<file path="src/logic/cpu_consts.svh">
/*
 cpu constants: widths, opcode and funct codes, reset pc
 */
`ifndef CPU_CONSTS_SVH
`define CPU_CONSTS_SVH

`define WORD_W    32
`define REG_W     5
`define NUM_REGS  32
`define PC_INIT   32'h0000_0000
`define RAM_WORDS 256

// opcodes, instr[31:26]
`define OP_RTYPE  6'h00
`define OP_J      6'h02
`define OP_BEQ    6'h04
`define OP_BNE    6'h05
`define OP_ADDIU  6'h09
`define OP_ORI    6'h0d
`define OP_LW     6'h23
`define OP_SW     6'h2b
`define OP_HALT   6'h3f

// funct field for r-type, instr[5:0]
`define FN_ADDU   6'h21
`define FN_SUBU   6'h23
`define FN_AND    6'h24
`define FN_OR     6'h25
`define FN_SLT    6'h2a

`endif

</file>
<file path="src/logic/cpu_types_pkg.sv">
/*
 cpu types: data words, control encodings, stage latch payloads
 and the single ram port request
 */
`include "cpu_consts.svh"

package cpu_types_pkg;

   typedef logic [`WORD_W-1:0] word_t;
   typedef logic [`REG_W-1:0]  regbits_t;

   typedef enum logic [2:0] {
      ALU_ADD,
      ALU_SUB,
      ALU_AND,
      ALU_OR,
      ALU_SLT
   } alu_op_t;

   typedef enum logic {DST_RD, DST_RT} regdst_t;
   typedef enum logic [1:0] {SRC_REG, SRC_SIMM, SRC_ZIMM} alu_src_t;
   typedef enum logic [1:0] {BR_NONE, BR_EQ, BR_NE} branch_t;
   typedef enum logic [1:0] {FWD_REG, FWD_MEM, FWD_WB} fwd_sel_t;

   // all zero is a bubble
   typedef struct packed {
      logic     regwr;
      regdst_t  regdst;
      alu_src_t alu_src;
      alu_op_t  alu_op;
      logic     dren;
      logic     dwen;
      logic     memtoreg;
      branch_t  branch;
      logic     jump;
      logic     halt;
   } ctrl_t;

   // control bits still needed after execute
   typedef struct packed {
      logic regwr;
      logic dren;
      logic dwen;
      logic memtoreg;
      logic halt;
   } em_ctrl_t;

   ////////////////////////////////////////
   // stage latch payloads
   ////////////////////////////////////////
   typedef struct packed {
      word_t instr;
      word_t pc_plus_4;
   } fd_t;

   typedef struct packed {
      ctrl_t       ctrl;
      word_t       rdat1;
      word_t       rdat2;
      word_t       imm;       // already extended
      logic [25:0] imm26;
      regbits_t    rs;
      regbits_t    rt;
      regbits_t    rd;
      word_t       pc_plus_4;
   } de_t;

   typedef struct packed {
      em_ctrl_t ctrl;
      word_t    alu_res;
      word_t    store;        // forwarded rt for sw
      regbits_t wsel;
   } em_t;

   typedef struct packed {
      logic     regwr;
      logic     memtoreg;
      word_t    alu_res;
      word_t    dmemload;
      regbits_t wsel;
      logic     halt;
   } mw_t;

   typedef struct packed {
      word_t addr;
      word_t wdata;
      logic  ren;
      logic  wen;
   } ram_req_t;

endpackage

</file>
<file path="src/logic/control_unit.sv">
/*
 control unit, turns one instruction word into the control struct
 */
`timescale 1ns/1ps
`include "cpu_consts.svh"

module control_unit (
   input  cpu_types_pkg::word_t instr,
   output cpu_types_pkg::ctrl_t ctrl,
   output logic                 extop
);

   logic [5:0] opcode;
   logic [5:0] funct;

   assign opcode = instr[31:26];
   assign funct  = instr[5:0];

   always_comb begin
      ctrl = '0;   // bubble unless decoded below
      unique case (opcode)
         `OP_RTYPE: begin
            ctrl.regwr  = 1'b1;
            ctrl.regdst = cpu_types_pkg::DST_RD;
            case (funct)
               `FN_ADDU: ctrl.alu_op = cpu_types_pkg::ALU_ADD;
               `FN_SUBU: ctrl.alu_op = cpu_types_pkg::ALU_SUB;
               `FN_AND:  ctrl.alu_op = cpu_types_pkg::ALU_AND;
               `FN_OR:   ctrl.alu_op = cpu_types_pkg::ALU_OR;
               `FN_SLT:  ctrl.alu_op = cpu_types_pkg::ALU_SLT;
               default:  ctrl = '0;   // unsupported funct
            endcase
         end
         `OP_ADDIU: begin
            ctrl.regwr   = 1'b1;
            ctrl.regdst  = cpu_types_pkg::DST_RT;
            ctrl.alu_src = cpu_types_pkg::SRC_SIMM;
         end
         `OP_ORI: begin
            ctrl.regwr   = 1'b1;
            ctrl.regdst  = cpu_types_pkg::DST_RT;
            ctrl.alu_src = cpu_types_pkg::SRC_ZIMM;
            ctrl.alu_op  = cpu_types_pkg::ALU_OR;
         end
         `OP_LW: begin
            ctrl.regwr    = 1'b1;
            ctrl.regdst   = cpu_types_pkg::DST_RT;
            ctrl.alu_src  = cpu_types_pkg::SRC_SIMM;
            ctrl.dren     = 1'b1;
            ctrl.memtoreg = 1'b1;
         end
         `OP_SW: begin
            ctrl.alu_src = cpu_types_pkg::SRC_SIMM;   // address = rs + offset
            ctrl.dwen    = 1'b1;
         end
         `OP_BEQ:  ctrl.branch = cpu_types_pkg::BR_EQ;
         `OP_BNE:  ctrl.branch = cpu_types_pkg::BR_NE;
         `OP_J:    ctrl.jump   = 1'b1;
         `OP_HALT: ctrl.halt   = 1'b1;
         default:  ctrl = '0;
      endcase
   end

   // only ori zero extends, branches need the signed offset
   assign extop = (opcode != `OP_ORI);

endmodule

</file>
<file path="src/logic/register_file.sv">
/*
 register file, 32 x 32, r0 hardwired to zero
 written on the falling edge so decode sees writeback data
 */
`timescale 1ns/1ps
`include "cpu_consts.svh"

module register_file (
   input  logic                    CLK,
   input  logic                    nRST,
   input  cpu_types_pkg::regbits_t rsel1,
   input  cpu_types_pkg::regbits_t rsel2,
   input  cpu_types_pkg::regbits_t wsel,
   input  logic                    wen,
   input  cpu_types_pkg::word_t    wdat,
   output cpu_types_pkg::word_t    rdat1,
   output cpu_types_pkg::word_t    rdat2
);

   cpu_types_pkg::word_t regs [`NUM_REGS];

   always_ff @(negedge CLK, negedge nRST) begin
      if (!nRST) begin
         for (int i = 0; i < `NUM_REGS; i++) begin
            regs[i] <= '0;
         end
      end else if (wen && (wsel != '0)) begin
         regs[wsel] <= wdat;
      end
   end

   assign rdat1 = regs[rsel1];
   assign rdat2 = regs[rsel2];

   a_r0_zero: assert property (@(posedge CLK) disable iff (!nRST)
      (rsel1 == '0) |-> (rdat1 == '0));

endmodule

</file>
<file path="src/logic/hazard_unit.sv">
/*
 hazard unit, forwarding selects plus stage enables and flushes
 */
`timescale 1ns/1ps

module hazard_unit (
   input  cpu_types_pkg::regbits_t de_rs,
   input  cpu_types_pkg::regbits_t de_rt,
   input  cpu_types_pkg::regbits_t em_wsel,
   input  cpu_types_pkg::regbits_t mw_wsel,
   input  logic                    em_regwr,
   input  logic                    mw_regwr,
   input  logic                    em_dren,
   input  logic                    em_dwen,
   input  logic                    ihit,
   input  logic                    dhit,
   input  logic                    redirect,
   input  logic                    halted,
   output cpu_types_pkg::fwd_sel_t fwd_a,
   output cpu_types_pkg::fwd_sel_t fwd_b,
   output logic                    pc_en,
   output logic                    fd_en,
   output logic                    fd_flush,
   output logic                    de_en,
   output logic                    de_flush,
   output logic                    em_en,
   output logic                    em_flush,
   output logic                    mw_en
);

   logic mem_wait;
   logic load_use;

   function automatic cpu_types_pkg::fwd_sel_t pick(cpu_types_pkg::regbits_t src);
      if (em_regwr && (em_wsel != '0) && (em_wsel == src))
         return cpu_types_pkg::FWD_MEM;   // youngest producer wins
      else if (mw_regwr && (mw_wsel != '0) && (mw_wsel == src))
         return cpu_types_pkg::FWD_WB;
      else
         return cpu_types_pkg::FWD_REG;
   endfunction

   always_comb begin
      fwd_a = pick(de_rs);
      fwd_b = pick(de_rt);
   end

   assign mem_wait = (em_dren || em_dwen) && !dhit;
   // load in mem, consumer in ex: alu_res is only the address there
   assign load_use = em_dren && (em_wsel != '0) &&
                     ((em_wsel == de_rs) || (em_wsel == de_rt));

   always_comb begin
      pc_en    = 1'b1;
      fd_en    = 1'b1;
      de_en    = 1'b1;
      em_en    = 1'b1;
      mw_en    = 1'b1;
      fd_flush = 1'b0;
      de_flush = 1'b0;
      em_flush = 1'b0;
      if (mem_wait) begin   // freeze everything
         pc_en = 1'b0;
         fd_en = 1'b0;
         de_en = 1'b0;
         em_en = 1'b0;
         mw_en = 1'b0;
      end else if (load_use) begin
         // redirect ignored here, branch operands not valid yet
         pc_en    = 1'b0;
         fd_en    = 1'b0;
         de_en    = 1'b0;
         em_flush = 1'b1;   // one bubble behind the load
      end else if (redirect) begin
         fd_flush = 1'b1;
         de_flush = 1'b1;
      end else if (halted || !ihit) begin
         pc_en    = 1'b0;
         fd_flush = 1'b1;
      end
   end

   // a flush is only applied on an enabled latch
   always_comb begin
      a_no_flush_hold: assert ((!fd_flush || fd_en) && (!de_flush || de_en) &&
                               (!em_flush || em_en));
   end

endmodule

</file>
<file path="src/logic/pipeline_reg.sv">
/*
 generic stage latch, hold on !en, bubble on flush
 */
`timescale 1ns/1ps

module pipeline_reg #(
   parameter type payload_t = logic
) (
   input  logic     CLK,
   input  logic     nRST,
   input  logic     en,
   input  logic     flush,
   input  payload_t d,
   output payload_t q
);

   always_ff @(posedge CLK, negedge nRST) begin
      if (!nRST) begin
         q <= '0;
      end else if (en) begin
         q <= flush ? payload_t'('0) : d;   // zero payload is a bubble
      end
   end

endmodule

</file>
<file path="src/logic/datapath.sv">
/*
 five stage datapath: pc, stage latches, forwarding, alu,
 branch resolution in execute and the sticky halt
 */
`timescale 1ns/1ps
`include "cpu_consts.svh"

module datapath (
   input  logic                    CLK,
   input  logic                    nRST,
   input  cpu_types_pkg::word_t    imem_load,
   input  logic                    ihit,
   input  cpu_types_pkg::word_t    dmem_load,
   input  logic                    dhit,
   output cpu_types_pkg::word_t    imem_addr,
   output cpu_types_pkg::ram_req_t dmem_req,
   output logic                    halt
);

   cpu_types_pkg::fd_t fd_d, fd_q;
   cpu_types_pkg::de_t de_d, de_q;
   cpu_types_pkg::em_t em_d, em_q;
   cpu_types_pkg::mw_t mw_d, mw_q;

   cpu_types_pkg::word_t    pc, next_pc;
   cpu_types_pkg::ctrl_t    dec_ctrl;
   logic                    extop;
   cpu_types_pkg::word_t    rdat1, rdat2;
   cpu_types_pkg::fwd_sel_t fwd_a, fwd_b;
   logic pc_en, fd_en, fd_flush, de_en, de_flush, em_en, em_flush, mw_en;
   cpu_types_pkg::word_t    op_a, op_b_reg, op_b, alu_res, wb_data;
   cpu_types_pkg::word_t    br_target, j_target;
   logic                    taken, redirect, fetch_stop;

   ////////////////////////////////////////
   // fetch
   ////////////////////////////////////////
   always_ff @(posedge CLK, negedge nRST) begin
      if (!nRST) pc <= `PC_INIT;
      else if (pc_en) pc <= next_pc;
   end

   assign next_pc = !redirect ? pc + 32'd4 :
                    de_q.ctrl.jump ? j_target : br_target;
   assign imem_addr = pc;

   assign fd_d.instr     = imem_load;
   assign fd_d.pc_plus_4 = pc + 32'd4;

   pipeline_reg #(.payload_t(cpu_types_pkg::fd_t)) if_id (
      .CLK, .nRST, .en(fd_en), .flush(fd_flush), .d(fd_d), .q(fd_q));

   ////////////////////////////////////////
   // decode
   ////////////////////////////////////////
   control_unit cu (.instr(fd_q.instr), .ctrl(dec_ctrl), .extop);

   register_file rf (
      .CLK, .nRST,
      .rsel1(fd_q.instr[25:21]), .rsel2(fd_q.instr[20:16]),
      .wsel(mw_q.wsel), .wen(mw_q.regwr), .wdat(wb_data),
      .rdat1, .rdat2);

   assign de_d.ctrl      = dec_ctrl;
   assign de_d.rdat1     = rdat1;
   assign de_d.rdat2     = rdat2;
   assign de_d.imm       = extop ? {{16{fd_q.instr[15]}}, fd_q.instr[15:0]}
                                 : {16'h0000, fd_q.instr[15:0]};
   assign de_d.imm26     = fd_q.instr[25:0];
   assign de_d.rs        = fd_q.instr[25:21];
   assign de_d.rt        = fd_q.instr[20:16];
   assign de_d.rd        = fd_q.instr[15:11];
   assign de_d.pc_plus_4 = fd_q.pc_plus_4;

   // a halt that made it into id/ex is past every older branch
   always_ff @(posedge CLK, negedge nRST) begin
      if (!nRST) fetch_stop <= 1'b0;
      else if (dec_ctrl.halt && de_en && !de_flush) fetch_stop <= 1'b1;
   end

   hazard_unit hz (
      .de_rs(de_q.rs), .de_rt(de_q.rt), .em_wsel(em_q.wsel), .mw_wsel(mw_q.wsel),
      .em_regwr(em_q.ctrl.regwr), .mw_regwr(mw_q.regwr),
      .em_dren(em_q.ctrl.dren), .em_dwen(em_q.ctrl.dwen),
      .ihit, .dhit, .redirect, .halted(dec_ctrl.halt || fetch_stop),
      .fwd_a, .fwd_b, .pc_en, .fd_en, .fd_flush, .de_en, .de_flush,
      .em_en, .em_flush, .mw_en);

   pipeline_reg #(.payload_t(cpu_types_pkg::de_t)) id_ex (
      .CLK, .nRST, .en(de_en), .flush(de_flush), .d(de_d), .q(de_q));

   ////////////////////////////////////////
   // execute
   ////////////////////////////////////////
   always_comb begin
      case (fwd_a)
         cpu_types_pkg::FWD_MEM: op_a = em_q.alu_res;
         cpu_types_pkg::FWD_WB:  op_a = wb_data;
         default:                op_a = de_q.rdat1;
      endcase
      case (fwd_b)
         cpu_types_pkg::FWD_MEM: op_b_reg = em_q.alu_res;
         cpu_types_pkg::FWD_WB:  op_b_reg = wb_data;
         default:                op_b_reg = de_q.rdat2;
      endcase
   end

   assign op_b = (de_q.ctrl.alu_src == cpu_types_pkg::SRC_REG) ? op_b_reg : de_q.imm;

   always_comb begin
      case (de_q.ctrl.alu_op)
         cpu_types_pkg::ALU_SUB: alu_res = op_a - op_b;
         cpu_types_pkg::ALU_AND: alu_res = op_a & op_b;
         cpu_types_pkg::ALU_OR:  alu_res = op_a | op_b;
         cpu_types_pkg::ALU_SLT: alu_res = {31'd0, $signed(op_a) < $signed(op_b)};
         default:                alu_res = op_a + op_b;
      endcase
   end

   // branch compare on forwarded registers, predicted not taken
   assign taken = ((de_q.ctrl.branch == cpu_types_pkg::BR_EQ) && (op_a == op_b_reg)) ||
                  ((de_q.ctrl.branch == cpu_types_pkg::BR_NE) && (op_a != op_b_reg));
   assign redirect  = taken || de_q.ctrl.jump;
   assign br_target = de_q.pc_plus_4 + {de_q.imm[29:0], 2'b00};
   assign j_target  = {de_q.pc_plus_4[31:28], de_q.imm26, 2'b00};

   assign em_d.ctrl.regwr    = de_q.ctrl.regwr;
   assign em_d.ctrl.dren     = de_q.ctrl.dren;
   assign em_d.ctrl.dwen     = de_q.ctrl.dwen;
   assign em_d.ctrl.memtoreg = de_q.ctrl.memtoreg;
   assign em_d.ctrl.halt     = de_q.ctrl.halt;
   assign em_d.alu_res       = alu_res;
   assign em_d.store         = op_b_reg;
   assign em_d.wsel = (de_q.ctrl.regdst == cpu_types_pkg::DST_RT) ? de_q.rt : de_q.rd;

   pipeline_reg #(.payload_t(cpu_types_pkg::em_t)) ex_mem (
      .CLK, .nRST, .en(em_en), .flush(em_flush), .d(em_d), .q(em_q));

   ////////////////////////////////////////
   // memory and writeback
   ////////////////////////////////////////
   assign dmem_req.addr  = em_q.alu_res;
   assign dmem_req.wdata = em_q.store;
   assign dmem_req.ren   = em_q.ctrl.dren;
   assign dmem_req.wen   = em_q.ctrl.dwen;

   assign mw_d.regwr    = em_q.ctrl.regwr;
   assign mw_d.memtoreg = em_q.ctrl.memtoreg;
   assign mw_d.alu_res  = em_q.alu_res;
   assign mw_d.dmemload = dmem_load;
   assign mw_d.wsel     = em_q.wsel;
   assign mw_d.halt     = em_q.ctrl.halt;

   pipeline_reg #(.payload_t(cpu_types_pkg::mw_t)) mem_wb (
      .CLK, .nRST, .en(mw_en), .flush(1'b0), .d(mw_d), .q(mw_q));

   assign wb_data = mw_q.memtoreg ? mw_q.dmemload : mw_q.alu_res;

   always_ff @(posedge CLK, negedge nRST) begin
      if (!nRST) halt <= 1'b0;
      else if (mw_q.halt) halt <= 1'b1;   // sticky until reset
   end

   a_one_dmem_op: assert property (@(posedge CLK) disable iff (!nRST)
      !(dmem_req.ren && dmem_req.wen));

endmodule

</file>
<file path="src/logic/memory_control.sv">
/*
 memory controller, shares the single ram port between fetch and
 data access, data side first
 */
`timescale 1ns/1ps

module memory_control (
   input  logic                    CLK,
   input  logic                    nRST,
   input  cpu_types_pkg::word_t    imem_addr,
   input  cpu_types_pkg::ram_req_t dmem_req,
   input  cpu_types_pkg::word_t    ram_rdata,
   input  logic                    ram_ready,
   output cpu_types_pkg::ram_req_t ram_req,
   output cpu_types_pkg::word_t    imem_load,
   output cpu_types_pkg::word_t    dmem_load,
   output logic                    ihit,
   output logic                    dhit
);

   logic quiet;   // first cycle out of reset

   always_ff @(posedge CLK, negedge nRST) begin
      if (!nRST) quiet <= 1'b1;
      else       quiet <= 1'b0;
   end

   always_comb begin
      ram_req = '0;
      ihit    = 1'b0;
      dhit    = 1'b0;
      if (!quiet) begin
         if (dmem_req.ren || dmem_req.wen) begin
            ram_req = dmem_req;
            dhit    = ram_ready;
         end else begin
            ram_req.addr = imem_addr;
            ram_req.ren  = 1'b1;
            ihit         = ram_ready;
         end
      end
   end

   assign imem_load = ram_rdata;
   assign dmem_load = ram_rdata;

   // pipeline must keep an unanswered data request steady
   a_dreq_held: assert property (@(posedge CLK) disable iff (!nRST)
      (ram_req.wen && !ram_ready) |=> (ram_req.wen && $stable(ram_req.addr)));

endmodule

</file>
<file path="src/logic/pipe_cpu.sv">
/*
 pipelined cpu top, datapath and the shared memory port
 */
`timescale 1ns/1ps

module pipe_cpu (
   input  logic                    CLK,
   input  logic                    nRST,
   output cpu_types_pkg::ram_req_t ram_req,
   input  cpu_types_pkg::word_t    ram_rdata,
   input  logic                    ram_ready,
   output logic                    halt
);

   cpu_types_pkg::word_t    imem_addr;
   cpu_types_pkg::word_t    imem_load;
   cpu_types_pkg::word_t    dmem_load;
   cpu_types_pkg::ram_req_t dmem_req;
   logic                    ihit;
   logic                    dhit;

   datapath dp (
      .CLK, .nRST, .imem_load, .ihit, .dmem_load, .dhit,
      .imem_addr, .dmem_req, .halt);

   memory_control mc (
      .CLK, .nRST, .imem_addr, .dmem_req, .ram_rdata, .ram_ready,
      .ram_req, .imem_load, .dmem_load, .ihit, .dhit);

endmodule

</file>
<file path="config.mk">
export PLATFORM = sky130hd
export DESIGN_NAME = pipe_cpu
export DESIGN_NICKNAME = d
export VERILOG_FILES = /design/src/logic/cpu_types_pkg.sv /design/src/logic/control_unit.sv /design/src/logic/register_file.sv /design/src/logic/hazard_unit.sv /design/src/logic/pipeline_reg.sv /design/src/logic/datapath.sv /design/src/logic/memory_control.sv /design/src/logic/pipe_cpu.sv
export VERILOG_INCLUDE_DIRS = /design/src /design/src/logic
export SDC_FILE = /design/constraint.sdc
export NUM_CORES = 2
export LEC_CHECK = 0
export BUFFER_PORTS_ARGS = -buffer_cell sky130_fd_sc_hd__buf_2
export CAP_MARGIN = 20
export CORE_MARGIN = 3
export CORE_UTILIZATION = 41
export CTS_CLUSTER_DIAMETER = 30
export DETAILED_ROUTE_END_ITERATION = 16
export SLEW_MARGIN = 10
export SYNTH_ARGS = -nofsm -noshare
export SYNTH_HDL_FRONTEND = slang
export SYNTH_SLANG_ARGS = --single-unit
export TNS_END_PERCENT = 5
</file>
<file path="constraint.sdc">
create_clock -name CLK -period 5.5 [get_ports CLK]
set_input_delay 0.275 -clock CLK [delete_from_list [all_inputs] [get_ports CLK]]
set_output_delay 0.275 -clock CLK [all_outputs]
set_load 0.03 [all_outputs]
</file>
==> impl_metrics.ini <==
[placement]
place_congestion = 0.912
dpl_worst_slack_ns = -0.0399
dp_hpwl_mm = 177
port_buffers = 101
dp.cells = 9573

[sta]
period_share_pct = 96.7
skew_ns = 0.151
worst_pin_slew_ns = 1.19
timing.slew.headroom_pct = 20.5
fmax_ghz = 0.188
worst_slack_ns = 0.182
rsz0062_at_grt = yes
final-hold-violation-count = 0
setup_viol = 0
slew_violations = 0
period_minus_slack_ns = 5.32
setup_tns_ns = 0

[floorplan]
rows = 158
die_h_um = 441
ios = 102
coreArea_um2 = 187000
dieArea_um2 = 194000
start_util_pct = 41.5
die_w_um = 441

[setup_path]
start_kind = flip-flop
cp-end-kind = flip-flop
critPathMostFrequentCell = buf_4
reg2reg_from = dp.mem_wb.q[3]
reg2reg_slack_ns = 0.18
r2r_end = dp.id_ex.q[155]
worstPathCellList = nor3_4, buf_4, a211oi_4, and2_4, buf_4, o21ai_0, a221oi_1, o221ai_1, o21ai_0, buf_4, or4_1, o31ai_4, buf_12, nand3_4, buf_12, o31ai_1
required_ns = 6.31
critPathArrivalTime_ns = 6.13
criticalPathCategory = flip-flop to flip-flop
cpMaxStageDelayCell = o21ai_0
cp_slowest_stage_delay_ns = 0.56
critPathMaxFanout = 114
worstRegToRegCells = 16

[detailed_routing]
drc = 0
detail_route.wl_per_cell_um = 27.0
via_count = 62200
vias_per_cell = 6.07
ant_nets = 0
finalWirelength_mm = 276
first_pass_iters = 6
drt_first_iter_violations = 6709

[synth]
yosys_register_bits = 1404
synth.avg_cell_area_um2 = 10.6
async_flop_share_pct = 100
ys.flop_type = dfrtn_1
seq_area_frac_synth_pct = 45.3
yosys_warnings = 0
syn_inst = 7339
synth_fp_nets = 7503
ys_types = 90
synth_enable_flop_cells = 0
syn-cell-area_um2 = 77500

[power_and_ir_drop]
power.internal_mw = 26.6
power_mw = 35.3
p_clk_share_pct = 60.4
power_leakage_nw = 40.4
switching_share_pct = 24.8
power.switching_mw = 8.75
power_density_nw_per_um2 = 370
comb_power_share_pct = 8.1
power.share.sequential_pct = 31.5
ir_drop_uv = 305

[global_route]
antenna_found_initial = 8
track_usage_pct = 28.4
grt_pass1_vias = 62100
grt_max_degree = 148
grt_pass1_wl_mm = 413
grt_overflow = 0

[finish]
fin_nets = 7647
area_growth_pct = 23.3
layout_commonest_cell = dfrtn_1
most-common-layout-cells = dfrtn_1 (1024), nand2_1 (987), o21ai_0 (781), a21oi_1 (674), nor2_1 (664)
layout.cells.non_filler = 10200
drive_above_1_share_pct = 24.7

[worst_hold_path]
holdPathEnd = dp.if_id.q[46]
hold_path.class = primary input to flip-flop
worstHoldStart = ram_rdata[14]
hold_path_depth = 3

[cts]
cts_root_buf = clkbuf_16
cts_buffers = 352
cts_buffer_depth = 4
cts_tree = built
cts.sinks = 1404
path_clk_slew_ns = 0.05
htree_num_levels = 5
clock_latency_ns = 0.97

[status]
status = finished, final reports clean

[flow_run]
maxCapViolCount = 0
[Yosys cell counts, types with 35 or more instances]
cell type | n | area [um2]
mux2_2 | 81 | 912
nor2_1 | 682 | 2560
mux4_2 | 640 | 14400
dfrtp_1 | 379 | 9480
o221ai_1 | 35 | 307
inv_1 | 120 | 450
o31ai_1 | 85 | 638
o21ai_0 | 800 | 4000
ha_1 | 126 | 1580
mux2i_1 | 107 | 1070
xnor2_1 | 72 | 631
clkbuf_1 | 623 | 2340
nand3_1 | 102 | 510
and2_1 | 41 | 257
buf_1 | 60 | 225
a21o_1 | 39 | 293
nand2_1 | 1002 | 3760
a22o_1 | 79 | 692
xor2_1 | 75 | 657
a21oi_1 | 679 | 3400
dfrtn_1 | 1024 | 25600
[area by class of cell]
cell class	count	area (um2)
fill	16200	91000
timing repair buffer	503	4700
sequential	1404	35200
clock inverter	181	2450
antenna	3	7.51
multi-input combinational	5101	39900
inverter	121	454
clock buffer	444	9840
tap	2480	3100
[kinds of logic after synthesis]
group	synth area share (%)
muxes	21.1
xor gates and xnor gates	1.66
AOI/OAI and AO/OA	15.0
and+or+nand+nor	10.6
buffers and inverters	4.11
other	0.00484
DFF	45.3
adders and majority gates	2.11
[metal layers]
layer	wire (um)	GRT usage (%)
met1	112000	38.7
met2	128000	44.3
met3	23600	5.43
met4	13200	13.0
met5	13	0
[timing repair]
item | CTS | global route
pin swaps | 0 | 1
setup endpoints to repair | 4 | 11
setup buffers | 0 | 0
endpoints found under the hold margin | 173 | 0
resized for setup | 1 | 30
hold buffers | 36 | 0
[registers in the layout, indices dropped and copies added (netlist names)]
signal and flops:
dp.ex_mem.q 73, dp.fetch_stop 1, dp.halt 1, dp.id_ex.q 136, dp.if_id.q 64, dp.imem_addr 32, dp.mem_wb.q 72, dp.rf.regs 1024
mc.quiet 1
[through the flow]
stage	util [%]	cell area [um2]	hold WS, ns
after detailed placement	44.4	82900	0.246
final	51.2	95600	0.121
after floorplan	-	77500	-0.0206
after global placement	44.4	82900	0.275
after CTS	51.2	95500	0.0842
after global routing	51.2	95600	0.132
[power groups by stage]
stage	registers (mW)	clock network [mW]	logic [mW]
6_report	11.1	21.3	2.86
3_5_place_dp	11.3	0	2.81
2_1_floorplan	11.0	0	1.79
5_1_grt	11.1	22.1	3.07
3_3_place_gp	11.2	0	2.79
4_1_cts	11.1	21.6	2.85
[critical path, delay by kind of cell (launching register included)]
kind / cells / cell delay (ns)
buffers and inverters: 5 / 1.07
and+or+nand+nor: 4 / 1.14
DFF: 1 / 0.47
AOI/OAI and AO/OA: 7 / 2.27
[worst max-delay path by stage]
stage                         from              end  slack, ns
finish              dp.mem_wb.q[3]  dp.id_ex.q[155]       0.18
global route        dp.mem_wb.q[2]  dp.ex_mem.q[37]      -0.05
CTS                 dp.mem_wb.q[3]  dp.ex_mem.q[65]       0.02
detailed placement  dp.mem_wb.q[3]  dp.ex_mem.q[67]      -0.04
global placement    dp.ex_mem.q[0]  dp.ex_mem.q[67]      -0.05
floorplan           dp.ex_mem.q[0]  dp.ex_mem.q[65]       0.06
(Power assumes the default switching activity.)
